$ cat config.mk
export PLATFORM = sky130hd
export DESIGN_NAME = mulTop
export DESIGN_NICKNAME = d
export VERILOG_FILES = /design/src/mulPkg.sv /design/src/mulCtrlIf.sv /design/src/mulTop.sv /design/src/resultStage.sv /design/src/shiftAddExec.sv /design/src/wbRegDecode.sv
export VERILOG_INCLUDE_DIRS = /design/src /design/src/src
export SDC_FILE = /design/constraint.sdc
export NUM_CORES = 1
export LEC_CHECK = 0
export BUFFER_PORTS_ARGS = -buffer_cell sky130_fd_sc_hd__buf_2
export CAP_MARGIN = 20
export CORE_ASPECT_RATIO = 1.25
export CORE_UTILIZATION = 60
export CTS_CLUSTER_DIAMETER = 120
export DETAILED_ROUTE_END_ITERATION = 8
export HOLD_SLACK_MARGIN = 0.02
export PLACE_DENSITY_LB_ADDON = 0.12
export SYNTH_ARGS = -nofsm -noshare
export SYNTH_HDL_FRONTEND = slang
export SYNTH_SLANG_ARGS = --single-unit
$ cat constraint.sdc
create_clock -name Clk -period 7.55 [get_ports Clk]
set_input_delay 0.3775 -clock Clk [delete_from_list [all_inputs] [get_ports Clk]]
set_output_delay 0.3775 -clock Clk [all_outputs]
set_load 0.005 [all_outputs]
$ cat src/mul_defs.svh
// Multiplier shared constants
`ifndef MUL_DEFS_SVH
`define MUL_DEFS_SVH

// Operand and product widths
`define MUL_OPND_W 8
`define MUL_PROD_W 16

// Wishbone address width, data bus is 8 bits
`define MUL_ADR_W 3

// Register map
`define MUL_REG_MCAND  3'd0
`define MUL_REG_MPLIER 3'd1
`define MUL_REG_CTRL   3'd2
`define MUL_REG_STATUS 3'd3
`define MUL_REG_PRODL  3'd4
`define MUL_REG_PRODH  3'd5

`endif
$ cat src/mulPkg.sv
// Multiplier types and helpers
package mulPkg;

    // Control sequence of the shift-add engine
    typedef enum logic [2:0] {
        idle,
        clearLoad,
        count,
        add,
        shift,
        done
    } execState;

    // One seven-segment digit, active low, bit order gfedcba
    typedef logic [6:0] segPattern;

    // Common-anode hex digit table
    function automatic segPattern hexToSeg(input logic [3:0] nibble);
        case (nibble)
            4'h0: return 7'h40;
            4'h1: return 7'h79;
            4'h2: return 7'h24;
            4'h3: return 7'h30;
            4'h4: return 7'h19;
            4'h5: return 7'h12;
            4'h6: return 7'h02;
            4'h7: return 7'h78;
            4'h8: return 7'h00;
            4'h9: return 7'h10;
            4'hA: return 7'h08;
            4'hB: return 7'h03;
            4'hC: return 7'h46;
            4'hD: return 7'h21;
            4'hE: return 7'h06;
            default: return 7'h0E;
        endcase
    endfunction

endpackage

$ cat src/mulCtrlIf.sv
// Decode to execute control link
`timescale 1ns/1ns
`include "mul_defs.svh"

interface mulCtrlIf;

    // Operands held by the register block
    logic [`MUL_OPND_W-1:0] multiplicand;
    logic [`MUL_OPND_W-1:0] multiplier;

    // One-cycle request from a CTRL write
    logic start;

    // High while the engine works on an operation
    logic busy;

    modport regs (
        output multiplicand,
        output multiplier,
        output start,
        input  busy
    );

    modport exec (
        input  multiplicand,
        input  multiplier,
        input  start,
        output busy
    );

endinterface

$ cat src/mulTop.sv
// Wishbone signed multiplier top
`timescale 1ns/1ns
`include "mul_defs.svh"

module mulTop (
    input  logic                  Clk,
    input  logic                  rstN,
    input  logic                  wbCyc,
    input  logic                  wbStb,
    input  logic                  wbWe,
    input  logic [`MUL_ADR_W-1:0] wbAdr,
    input  logic [7:0]            wbDatI,
    output logic [7:0]            wbDatO,
    output logic                  wbAck,
    output logic                  busy,
    output logic                  done,
    output mulPkg::segPattern     hex0,
    output mulPkg::segPattern     hex1,
    output mulPkg::segPattern     hex2,
    output mulPkg::segPattern     hex3
);

    mulCtrlIf ctrlIf ();

    logic [`MUL_PROD_W-1:0] execProduct;
    logic                   productValid;
    logic [`MUL_PROD_W-1:0] heldProduct;

    wbRegDecode u_decode (
        .Clk     (Clk),
        .rstN    (rstN),
        .wbCyc   (wbCyc),
        .wbStb   (wbStb),
        .wbWe    (wbWe),
        .wbAdr   (wbAdr),
        .wbDatI  (wbDatI),
        .wbDatO  (wbDatO),
        .wbAck   (wbAck),
        .ctrl    (ctrlIf.regs),
        .product (heldProduct),
        .done    (done)
    );

    shiftAddExec u_exec (
        .Clk          (Clk),
        .rstN         (rstN),
        .ctrl         (ctrlIf.exec),
        .product      (execProduct),
        .productValid (productValid)
    );

    resultStage u_result (
        .Clk          (Clk),
        .rstN         (rstN),
        .start        (ctrlIf.start),
        .product      (execProduct),
        .productValid (productValid),
        .heldProduct  (heldProduct),
        .done         (done),
        .hex0         (hex0),
        .hex1         (hex1),
        .hex2         (hex2),
        .hex3         (hex3)
    );

    assign busy = ctrlIf.busy;

endmodule

$ cat src/resultStage.sv
// Product hold and digit display
`timescale 1ns/1ns
`include "mul_defs.svh"

module resultStage (
    input  logic                   Clk,
    input  logic                   rstN,
    input  logic                   start,
    input  logic [`MUL_PROD_W-1:0] product,
    input  logic                   productValid,
    output logic [`MUL_PROD_W-1:0] heldProduct,
    output logic                   done,
    output mulPkg::segPattern      hex0,
    output mulPkg::segPattern      hex1,
    output mulPkg::segPattern      hex2,
    output mulPkg::segPattern      hex3
);

    // Last completed product, shown until the next one finishes
    always_ff @(posedge Clk or negedge rstN) begin
        if (!rstN) begin
            heldProduct <= '0;
        end else if (productValid) begin
            heldProduct <= product;
        end
    end

    // Sticky done, completion wins over a start in the same cycle
    always_ff @(posedge Clk or negedge rstN) begin
        if (!rstN) begin
            done <= 1'b0;
        end else if (productValid) begin
            done <= 1'b1;
        end else if (start) begin
            done <= 1'b0;
        end
    end

    // One digit per nibble, hex0 is the lowest
    assign hex0 = mulPkg::hexToSeg(heldProduct[3:0]);
    assign hex1 = mulPkg::hexToSeg(heldProduct[7:4]);
    assign hex2 = mulPkg::hexToSeg(heldProduct[11:8]);
    assign hex3 = mulPkg::hexToSeg(heldProduct[15:12]);

endmodule

$ cat src/shiftAddExec.sv
// Shift-add signed multiply engine
`timescale 1ns/1ns
`include "mul_defs.svh"

module shiftAddExec (
    input  logic                   Clk,
    input  logic                   rstN,
    mulCtrlIf.exec                 ctrl,
    output logic [`MUL_PROD_W-1:0] product,
    output logic                   productValid
);

    localparam int CntW = $clog2(`MUL_OPND_W);

    mulPkg::execState state;
    mulPkg::execState nextState;

    // A accumulates, B holds the multiplier and receives the low product bits
    logic [`MUL_OPND_W-1:0] regA;
    logic [`MUL_OPND_W-1:0] regB;
    logic [`MUL_OPND_W-1:0] mcand;
    logic                   regX;
    logic [CntW-1:0]        iterCnt;
    logic                   lastIter;
    logic [`MUL_OPND_W:0]   extA;
    logic [`MUL_OPND_W:0]   extM;
    logic [`MUL_OPND_W:0]   sum;

    // Count wraps to zero on the eighth increment
    assign lastIter = (iterCnt == '0);

    // X sits above A as its sign bit
    assign extA = {regX, regA};
    assign extM = {mcand[`MUL_OPND_W-1], mcand};

    // The multiplier's sign bit has negative weight, so the last step subtracts
    assign sum = lastIter ? (extA - extM) : (extA + extM);

    always_ff @(posedge Clk or negedge rstN) begin
        if (!rstN) begin
            state <= mulPkg::idle;
        end else begin
            state <= nextState;
        end
    end

    always_comb begin
        nextState = state;
        case (state)
            mulPkg::idle: begin
                if (ctrl.start) begin
                    nextState = mulPkg::clearLoad;
                end
            end
            mulPkg::clearLoad: nextState = mulPkg::count;
            mulPkg::count: begin
                // Add only when the current multiplier bit is set
                nextState = regB[0] ? mulPkg::add : mulPkg::shift;
            end
            mulPkg::add: nextState = mulPkg::shift;
            mulPkg::shift: begin
                nextState = lastIter ? mulPkg::done : mulPkg::count;
            end
            mulPkg::done: nextState = mulPkg::idle;
            default: nextState = mulPkg::idle;
        endcase
    end

    // Iteration counter
    always_ff @(posedge Clk or negedge rstN) begin
        if (!rstN) begin
            iterCnt <= '0;
        end else if (state == mulPkg::clearLoad) begin
            iterCnt <= '0;
        end else if (state == mulPkg::count) begin
            iterCnt <= iterCnt + 1'b1;
        end
    end

    // Datapath
    always_ff @(posedge Clk) begin
        case (state)
            mulPkg::clearLoad: begin
                regA  <= '0;
                regX  <= 1'b0;
                regB  <= ctrl.multiplier;
                mcand <= ctrl.multiplicand;
            end
            mulPkg::add: begin
                regA <= sum[`MUL_OPND_W-1:0];
                regX <= sum[`MUL_OPND_W];
            end
            mulPkg::shift: begin
                // Arithmetic right shift of X:A:B, X keeps its value
                regA <= {regX, regA[`MUL_OPND_W-1:1]};
                regB <= {regA[0], regB[`MUL_OPND_W-1:1]};
            end
            default: ;
        endcase
    end

    assign ctrl.busy    = (state != mulPkg::idle);
    assign productValid = (state == mulPkg::done);
    assign product      = {regA, regB};

endmodule

$ cat src/wbRegDecode.sv
// Wishbone register block
`timescale 1ns/1ns
`include "mul_defs.svh"

module wbRegDecode (
    input  logic                   Clk,
    input  logic                   rstN,
    input  logic                   wbCyc,
    input  logic                   wbStb,
    input  logic                   wbWe,
    input  logic [`MUL_ADR_W-1:0]  wbAdr,
    input  logic [7:0]             wbDatI,
    output logic [7:0]             wbDatO,
    output logic                   wbAck,
    mulCtrlIf.regs                 ctrl,
    input  logic [`MUL_PROD_W-1:0] product,
    input  logic                   done
);

    logic [`MUL_OPND_W-1:0] mcandReg;
    logic [`MUL_OPND_W-1:0] mplierReg;
    logic                   startPulse;
    logic                   accessNew;
    logic                   writeNew;
    logic [7:0]             readData;

    // A new access is one not yet acknowledged
    assign accessNew = wbCyc && wbStb && !wbAck;
    assign writeNew  = accessNew && wbWe;

    // Single-cycle ack, one edge after cyc and stb
    always_ff @(posedge Clk or negedge rstN) begin
        if (!rstN) begin
            wbAck <= 1'b0;
        end else begin
            wbAck <= accessNew;
        end
    end

    // Operand registers, written on the acking edge
    always_ff @(posedge Clk or negedge rstN) begin
        if (!rstN) begin
            mcandReg  <= '0;
            mplierReg <= '0;
        end else if (writeNew) begin
            case (wbAdr)
                `MUL_REG_MCAND:  mcandReg  <= wbDatI;
                `MUL_REG_MPLIER: mplierReg <= wbDatI;
                default: ;
            endcase
        end
    end

    // Start bit of CTRL is self-clearing
    always_ff @(posedge Clk or negedge rstN) begin
        if (!rstN) begin
            startPulse <= 1'b0;
        end else begin
            startPulse <= writeNew && (wbAdr == `MUL_REG_CTRL) && wbDatI[0];
        end
    end

    assign ctrl.multiplicand = mcandReg;
    assign ctrl.multiplier   = mplierReg;
    assign ctrl.start        = startPulse;

    // Read mux, address is held by the master through the ack cycle
    always_comb begin
        case (wbAdr)
            `MUL_REG_MCAND:  readData = mcandReg;
            `MUL_REG_MPLIER: readData = mplierReg;
            `MUL_REG_STATUS: readData = {6'd0, done, ctrl.busy};
            `MUL_REG_PRODL:  readData = product[7:0];
            `MUL_REG_PRODH:  readData = product[15:8];
            default:         readData = 8'd0;
        endcase
    end

    assign wbDatO = readData;

endmodule

==> results of run 1 <==
[worst min path at each step]
stage / slack [ns] / endpoint
floorplan: 0.08 / u_decode.ctrl.multiplicand[0]
global placement: 0.46 / u_exec.mcand[5]
detailed placement: 0.47 / u_exec.mcand[0]
CTS: 0.20 / u_exec.iterCnt[2]
global route: 0.26 / u_exec.state[0]
finish: 0.18 / u_exec.iterCnt[2]
[layout make-up]
cell class                      count  area [um2]
Multi-Input combinational cell    301        2440
Fill cell                         547        2140
Sequential cell                    66        1780
Timing Repair Buffer               55         278
Clock buffer                       15         188
Tap cell                           90         113
Inverter                           22        82.6
Clock inverter                      1        5.00
[power by group]
group	total, W	switching [W]	internal (W)
Clock	0.000288	0.000131	0.000157
Combinational	0.00102	0.000521	0.000502
Sequential	0.000697	0.000175	0.000522
Total	0.00201	0.000827	0.00118
[kinds of logic (layout without fill, tap and decap cells)]
logic type,Yosys count,count (layout)
and+or+nand+nor,109,109
AOI/OAI and AO/OA,81,81
DFF,66,66
muxes,62,62
buffers and inverters,40,93
adders and majority gates,36,36
xor gates and xnor gates,13,13
[metrics by stage]
step	instance area [um2]	hold slack, ns
final	4880	0.175
after global routing	4880	0.255
after CTS	4880	0.202
after detailed placement	4690	0.467
after global placement	4690	0.457
after floorplan	4370	0.0819
[sequential cells by signal, summed over array words and instances, names as in the netlist]
| register | count |
|---|---|
| u_decode.ctrl.multiplicand | 8 |
| u_decode.ctrl.multiplier | 8 |
| u_decode.ctrl.start | 1 |
| u_decode.wbAck | 1 |
| u_exec.iterCnt | 3 |
| u_exec.mcand | 8 |
| u_exec.regA | 8 |
| u_exec.regB | 8 |
| u_exec.regX | 1 |
| u_exec.state | 3 |
| u_result.done | 1 |
| u_result.heldProduct | 16 |
[cells in the final DEF, fill, tap and decap left out, types with 2 or more instances in the layout]
cell type	instances
nor3b_1	2
xnor2_1	9
nor2b_1	14
and3_1	2
or2_2	2
dfrtp_1	41
nand2b_1	7
nand3_1	3
inv_1	22
nor2_1	28
mux2i_1	13
nand3b_1	3
o21ai_0	29
nor3_1	6
mux4_2	8
a32o_1	3
a22oi_1	5
o22ai_1	7
mux2_2	41
or3_1	2
xor2_1	4
clkbuf_8	11
a21oi_1	23
edfxtp_1	25
a22o_1	3
ha_1	35
a31oi_1	3
clkbuf_1	3
buf_2	54
nand2_1	30
[per-layer routing]
metal | vias up | GRT usage | share of wire
met4 | 0 | 0.110 | 0.020
met5 | - | 0 | 0
met1 | 1542 | 0.336 | 0.44
met2 | 51 | 0.420 | 0.51
li1 | 1556 | - | -
met3 | 15 | 0.0488 | 0.030
[worst max-delay path: cells and delay by family (launching register included)]
kind                     cells  cell delay (ns)
XOR/XNOR                     1             0.12
multiplexers                 1             0.29
adder cells (fa/ha/maj)      2             0.63
AND/OR/NAND/NOR              3             0.79
AO/OA/AOI/OAI                3             0.73
flip-flops                   1             0.40
buffers and inverters        1             0.10
==> out/qor.yml, run 1 <==
cts:
  root_buffer: "clkbuf_8"
  cts_inserted_buffers: 9
  clk_latency_ns: 0.34
  htreeDepth: 3
  cts_tree: "done"
  clk_pin_slew_ns: 0.07
  cts.sinks: 66
  postCtsHoldBufs: 0
  cts_resized: 0
  post-cts-setup-buffers: 0
  cts_buffer_depth: 2
placement:
  place_ws_ns: 4.27
  place_inst: 534
  dp_hpwl_mm: 6.73
  port_buffers: 54
  gp_routability_congestion: 0.878
global_routing:
  first_global_vias: 3039
  grt_overflow: 0
  track_usage: 0.259
  grt_antenna_before_repair: 0
  grt_first_pass_wirelength_mm: 15.0
  grt_max_degree: 42
timing:
  finalMaxSlewViolations: 0
  skew_ns: 0.00304
  slew_headroom: 0.368
  tightest_slew_ns: 0.948
  setup_viol: 0
  fin_ws_ns: 4.23
  fin_tns_setup_ns: 0
  period_minus_slack_ns: 3.32
  rsz0062_at_grt: "no"
  hold_viol_final: 0
  fmax_mhz: 301
  fin_crit_sh: 0.440
critical_path:
  worstPathArrival_ns: 3.41
  r2r_start: "u_exec.iterCnt[0]"
  worstPathRequired_ns: 7.64
  startpoint: "u_exec.iterCnt[0]"
  r2r_cells: 11
  crit_type: "reg -> reg"
  endpoint_kind: "flop"
  crit_chain: "inv_1 > ha_1 > nor2b_1 > mux2i_1 > fa_1 > a21oi_2 > nor2_1 > a2111oi_4 > o2bb2ai_2 > xnor2_1 > nor2_1"
  cpPeakStageDelay_ns: 0.64
  crit_top_cell: "nor2_1"
  critPathSlowestCell: "nor2b_1"
  start_kind: "flop"
  cp-endpoint: "u_exec.regX"
  crit_fanout: 12
  rrSetupSlack_ns: 4.23
  r2r-end: "u_exec.regX"
route:
  num_vias: 3164
  drt_iter0_drc: 162
  drt-pass1-iter-count: 4
  wire_per_inst_um: 16.5
  drcViolationCount: 0
  drt-total-wl_mm: 9.08
  ant_nets: 0
  vias_per_cell: 5.75
floorplanning:
  die_w_um: 78.3
  io_pins: 55
  die_h_um: 97.4
  initial_utilization: 0.622
  rows: 34
  coreArea_um2: 7020
  fp.dieArea_um2: 7630
logic_synthesis:
  synth_top_family_by_area: "multiplexers"
  synth_area_leaders: "dfrtp_1 23%, edfxtp_1 17%, mux2_2 11%"
  synth-edff-count: 25
  synth_common_cells: "41 x dfrtp_1, 41 x mux2_2, 35 x ha_1"
  yosys_warnings: 0
  avgSynthCellArea_um2: 10.7
  synth_top_area_frac: 0.235
  yosysTopAreaCell: "dfrtp_1"
  synth_fa_ha_area_frac: 0.105
  ys_seq_elements: 66
  syn_nets: 459
  synth-compound-area-share: 0.116
  ys_seq_area_frac: 0.407
  async_flop_share: 0.621
  syn_inst: 407
  synth-simple-area-share: 0.133
  synth_ff_type: "dfrtp_1"
  synth_area_um2: 4370
  synth_cell_types: 48
  synth_xor_area_frac: 0.0261
  muxShareOfSynthArea: 0.177
cells_and_area:
  drive_gt1_frac: 0.280
  final_util: 0.695
  fin_cells: 550
  num-nets-final: 507
  diodes: 0
  area_delta_synth_final_pct: 11.7
power:
  leakage_nw: 2.19
  power_w: 0.00201
  ir_drop_v: 0.000227
  power.density_nw_per_um2: 412
run_status:
  status: "finished clean"
job:
  cap_viol_max_count: 0
hold_path:
  hold_class: "in -> async"
Note: power is estimated with default switching activity, not from simulation.
==> inputs of run 2 (changes only) <==
CORE_UTILIZATION = 59   (was 60)
clock period = 3.4 ns   (was 7.55 ns; I/O delays follow)
==> run 2 against run 1 <==
Critical path depth up 1. Largest power group unchanged. Global-route usage up 0.12 points. Sequential power up 120%. Clock skew up 0.0038 ns. Worst hold slack worse by 0.099 ns. Die area up 1.7%.
==> out/qor.yml, run 2 (same netlist as run 1, synthesis figures left out) <==
run_status:
  status: "finished clean"
placement:
  dp_hpwl_mm: 6.82
  gp_routability_congestion: 0.872
  port_buffers: 54
cells_and_area:
  final_common_cell: "buf_2"
  area_delta_synth_final_pct: 12.5
  drive_gt1_frac: 0.286
  top_register: "u_result.heldProduct"
  diodes: 0
  num-nets-final: 509
  final_cell_mix: "54 x buf_2, 41 x mux2_2, 41 x dfrtp_1, 35 x ha_1, 30 x nand2_1"
  largest_register_ffs: 16
route:
  vias_per_cell: 5.88
  num_vias: 3246
  ant_nets: 0
  drt-pass1-iter-count: 5
  drt_iter0_drc: 156
  wire_per_inst_um: 16.7
  drt-total-wl_mm: 9.20
  drcViolationCount: 0
power:
  power_w: 0.00453
  leakage_nw: 2.20
  power_frac_seq: 0.343
  p_sw_frac: 0.407
  internal_power_w: 0.00269
  power.density_nw_per_um2: 922
  switchingPower_w: 0.00185
  ir_drop_v: 0.000485
  pwr-share-clk: 0.157
  combPwrFrac: 0.500
timing:
  tightest_slew_ns: 0.927
  fin_tns_setup_ns: 0
  finalMaxSlewViolations: 0
  slew_headroom: 0.382
  setup_viol: 0
  fmax_mhz: 361
  skew_ns: 0.00687
  rsz0062_at_grt: "no"
  period_minus_slack_ns: 2.77
  hold_viol_final: 0
  fin_crit_sh: 0.815
cts:
  cts_resized: 0
  cts_tree: "done"
  cts.sinks: 66
  cts_buffer_depth: 2
  cts_inserted_buffers: 9
  htreeDepth: 3
  root_buffer: "clkbuf_8"
  post-cts-setup-buffers: 0
  clk_pin_slew_ns: 0.08
  clk_latency_ns: 0.34
critical_path:
  worstPathArrival_ns: 2.87
  endpoint_kind: "flop"
  worstPathRequired_ns: 3.50
  crit_chain: "inv_1 > ha_1 > nor2b_1 > buf_4 > mux2i_1 > fa_1 > a21oi_2 > nor2_1 > a2111oi_4 > o2bb2ai_2 > xnor2_1 > nor2_1"
  crit_type: "reg -> reg"
  cpPeakStageDelay_ns: 0.46
  crit_top_cell: "nor2_1"
  cp_num_buf_inv: 2
  critPathSlowestCell: "fa_1"
  critPathTopFamily: "compound AO/OA/AOI/OAI gates"
  crit_fanout: 12
  start_kind: "flop"
global_routing:
  grt_util_met1: 0.336
  grt_use_met3: 0.0579
  grt_first_pass_wirelength_mm: 15.3
  track_usage: 0.260
  first_global_vias: 3210
  grt_max_degree: 42
  busiest_layer: "met2"
  gr-usage-met2: 0.411
  grt_overflow: 0
  grt_antenna_before_repair: 0
floorplanning:
  fp.dieArea_um2: 7760
  rows: 34
  die_w_um: 79.0
  initial_utilization: 0.619
  io_pins: 55
  die_h_um: 98.2
  coreArea_um2: 7060
job:
  cap_viol_max_count: 0
hold_path:
  hold_class: "in -> reg"
==> run 2: repair_timing <==
item                                    in CTS  in global routing
hold endpoints to repair                    41                  0
hold buffers                                 1                  0
endpoints found under the setup margin       0                  0
==> run 2: layout make-up <==
type | count | area, um2
fill | 580 | 2140
sequential | 66 | 1780
timing repair buffer | 57 | 295
multi-input combinational | 301 | 2440
tap | 90 | 113
inverter | 22 | 82.6
clock buffer | 12 | 166
clock inverter | 4 | 47.5
==> run 2: through the flow <==
| stage | hold WS [ns] | worst slack, ns | util | cell area (um2) | std cells |
|---|---|---|---|---|---|
| 6_report | 0.0763 | 0.628 | 0.696 | 4920 | 552 |
| 5_1_grt | 0.0707 | 0.413 | 0.696 | 4920 | 552 |
| 4_1_cts | 0.0548 | 0.625 | 0.696 | 4920 | 552 |
| 3_5_place_dp | 0.367 | 0.635 | 0.665 | 4690 | 535 |
| 3_3_place_gp | 0.362 | 0.673 | 0.665 | 4690 | 535 |
| 2_1_floorplan | -0.126 | 0.569 | - | 4370 | 407 |
==> run 2: worst paths after layout <==
| path | start | end | slack, ns | cells past startpoint |
|---|---|---|---|---|
| worst max-delay path | u_exec.iterCnt[0] | u_exec.regX | 0.63 | 12 |
| worst min-delay path | wbDatI[7] | u_decode.ctrl.multiplier[7] | 0.08 | 2 |
| worst max register to register | u_exec.iterCnt[0] | u_exec.regX | 0.63 | 12 |
| worst min register to register | u_decode.ctrl.multiplicand[1] | u_exec.mcand[1] | 0.48 | 0 |
| max in group asynchronous | rstN | u_result.heldProduct[10] | 2.31 | 2 |
| min in group asynchronous | rstN | u_exec.iterCnt[2] | 0.50 | 2 |
==> run 2: worst reg2reg max path, cell delays in order, from the launching register on <==
cell,delay [ns]
dfrtp_1,0.38
inv_1,0.07
ha_1,0.18
nor2b_1,0.12
buf_4,0.17
mux2i_1,0.17
fa_1,0.46
a21oi_2,0.16
nor2_1,0.09
a2111oi_4,0.39
o2bb2ai_2,0.15
xnor2_1,0.12
nor2_1,0.05
==> run 2: routing by layer <==
layer | share of wire | routed length, um | vias to the layer above
met5 | 0 | 0 | -
met4 | 0.028 | 257 | 0
met3 | 0.038 | 347 | 17
met2 | 0.50 | 4610 | 73
met1 | 0.43 | 3990 | 1604
li1 | - | - | 1552
==> run 2: power by group through the flow <==
stage / Combinational, W / Sequential, W / Clock, W
finish: 0.00227 / 0.00155 / 0.000710
floorplan: 0.00184 / 0.00134 / 0
detailed placement: 0.00226 / 0.00156 / 0
global placement: 0.00220 / 0.00155 / 0
global route: 0.00256 / 0.00160 / 0.000753
CTS: 0.00228 / 0.00155 / 0.000721
==> inputs of run 3 (changes only) <==
clock period = 2.8 ns   (was 3.4 ns; I/O delays follow)
==> run 3 against run 2 <==
Global-route usage shrank 0.54 points. Non-clock buffer count grew 8. Register-to-register slack lost 0.54 ns. Die area is the same. Clock power grew 14%. Sequential power grew 22%. Flip-flop and latch count is the same. Core utilization grew 1.4 points. First-iteration DRC count grew 1.9%. Critical path depth is the same. Via count grew 1.6%. Critical path type unchanged. Highest routed layer unchanged.
==> out/qor.yml, run 3 (same netlist as run 1, synthesis figures left out) <==
floorplanning:
  initial_utilization: 0.619
  rows: 34
  io_pins: 55
  coreArea_um2: 7060
  die_h_um: 98.2
  die_w_um: 79.0
  fp.dieArea_um2: 7760
placement:
  place_inst: 539
  port_buffers: 54
  dp_hpwl_mm: 6.87
  gp_routability_congestion: 0.879
global_routing:
  first_global_vias: 3214
  grt_max_degree: 42
  grt_antenna_before_repair: 0
  grt_overflow: 0
  grt_first_pass_wirelength_mm: 15.1
  track_usage: 0.254
cells_and_area:
  fin_cells: 560
  diodes: 0
  final_common_cell: "buf_2"
  top_register: "u_result.heldProduct"
  n_fill_cell: 548
  num-nets-final: 517
  drive_gt1_frac: 0.313
  largest_register_ffs: 16
  final_cell_mix: "54 x buf_2, 41 x mux2_2, 41 x dfrtp_1, 34 x ha_1, 30 x nand2_1"
  area_delta_synth_final_pct: 14.9
timing:
  finalMaxSlewViolations: 0
  skew_ns: 0.00557
  slew_headroom: 0.355
  hold_viol_final: 0
  fin_crit_sh: 0.968
  rsz0062_at_grt: "yes"
  whs_ns: 0.0341
  setup_viol: 0
  fmax_mhz: 369
  period_minus_slack_ns: 2.71
  tightest_slew_ns: 0.967
hold_path:
  hold_class: "in -> reg"
  min_from: "wbDatI[7]"
critical_path:
  start_kind: "flop"
  worstPathRequired_ns: 2.90
  worstPathArrival_ns: 2.81
  startpoint: "u_exec.iterCnt[0]"
  crit_fanout: 4
  r2r_start: "u_exec.iterCnt[0]"
  crit_type: "reg -> reg"
  endpoint_kind: "flop"
route:
  wire_per_inst_um: 17.0
  drt-total-wl_mm: 9.52
  ant_nets: 0
  drt-pass1-iter-count: 4
  num_vias: 3297
  drt_iter0_drc: 159
  vias_per_cell: 5.89
  drcViolationCount: 0
cts:
  clk_latency_ns: 0.35
  htreeDepth: 3
  cts.sinks: 66
  cts_buffer_depth: 2
  cts_inserted_buffers: 9
  clk_pin_slew_ns: 0.07
  cts_tree: "done"
  root_buffer: "clkbuf_8"
run_status:
  status: "finished clean"
job:
  cap_viol_max_count: 0
power:
  ir_drop_v: 0.000609
  power.density_nw_per_um2: 1160
  leakage_nw: 2.24
## run 3: final timing paths
kind                                                 end  slack, ns  cells after the start
max                                          u_exec.regX       0.09                     12
min                        u_decode.ctrl.multiplicand[7]       0.03                      2
max reg2reg                                  u_exec.regX       0.09                     12
min reg2reg                              u_exec.mcand[4]       0.48                      0
max in group asynchronous       u_result.heldProduct[12]       1.72                      2
min in group asynchronous  u_decode.ctrl.multiplicand[7]       0.49                      2
## run 3: layout make-up
type	count	area, um2	share of cell area
clock buffers	15	198	0.0394
clock inverters	1	5.00	0.000997
inverters	22	82.6	0.0165
multi-input cells	301	2490	0.496
flip-flops and latches	66	1780	0.354
well taps	90	113	0.0224
repair buffers	65	355	0.0708
## run 3: worst max-delay path: stages (launching register included)
cell       delay (ns)
dfrtp_1          0.41
inv_2            0.08
ha_1             0.15
nor2b_4          0.20
buf_4            0.15
a21oi_1          0.05
xnor2_1          0.13
ha_1             0.35
and3_4           0.22
a2111oi_4        0.39
o2bb2ai_2        0.15
xnor2_1          0.13
nor2_1           0.06
## run 3: routing by layer
metal,wire [um],vias up,share of wire,track usage
met5,0,-,0,0
met3,238,22,0.025,0.0355
met2,4840,59,0.51,0.432
met1,4170,1629,0.44,0.315
met4,266,0,0.028,0.122
li1,-,1587,-,-
## run 3: power breakdown
part           switching (W)  total, W  internal [W]  leakage, nW
sequential          0.000484   0.00189       0.00141        0.773
combinational        0.00156   0.00312       0.00157         1.37
clock               0.000361  0.000809      0.000448        0.105
## run 3: through the flow
stage               cell area, um2   util  TNS, ns  power (W)  worst slack (ns)
floorplan                     4370      -        0    0.00387            0.0927
global placement              4720  0.669        0    0.00464            0.0576
detailed placement            4720  0.669   -0.221    0.00476           -0.0896
global route                  5020  0.711  -0.0998    0.00624           -0.0554
CTS                           4940  0.700        0    0.00560           0.00489
finish                        5020  0.711        0    0.00583            0.0887
## run 3: what timing repair did
action	4_1_cts	5_1_grt
gates resized for setup	2	8
pin swaps	0	8
hold endpoints to repair	41	0
buffers inserted	0	4
hold buffers	1	0
setup endpoints to repair	4	4
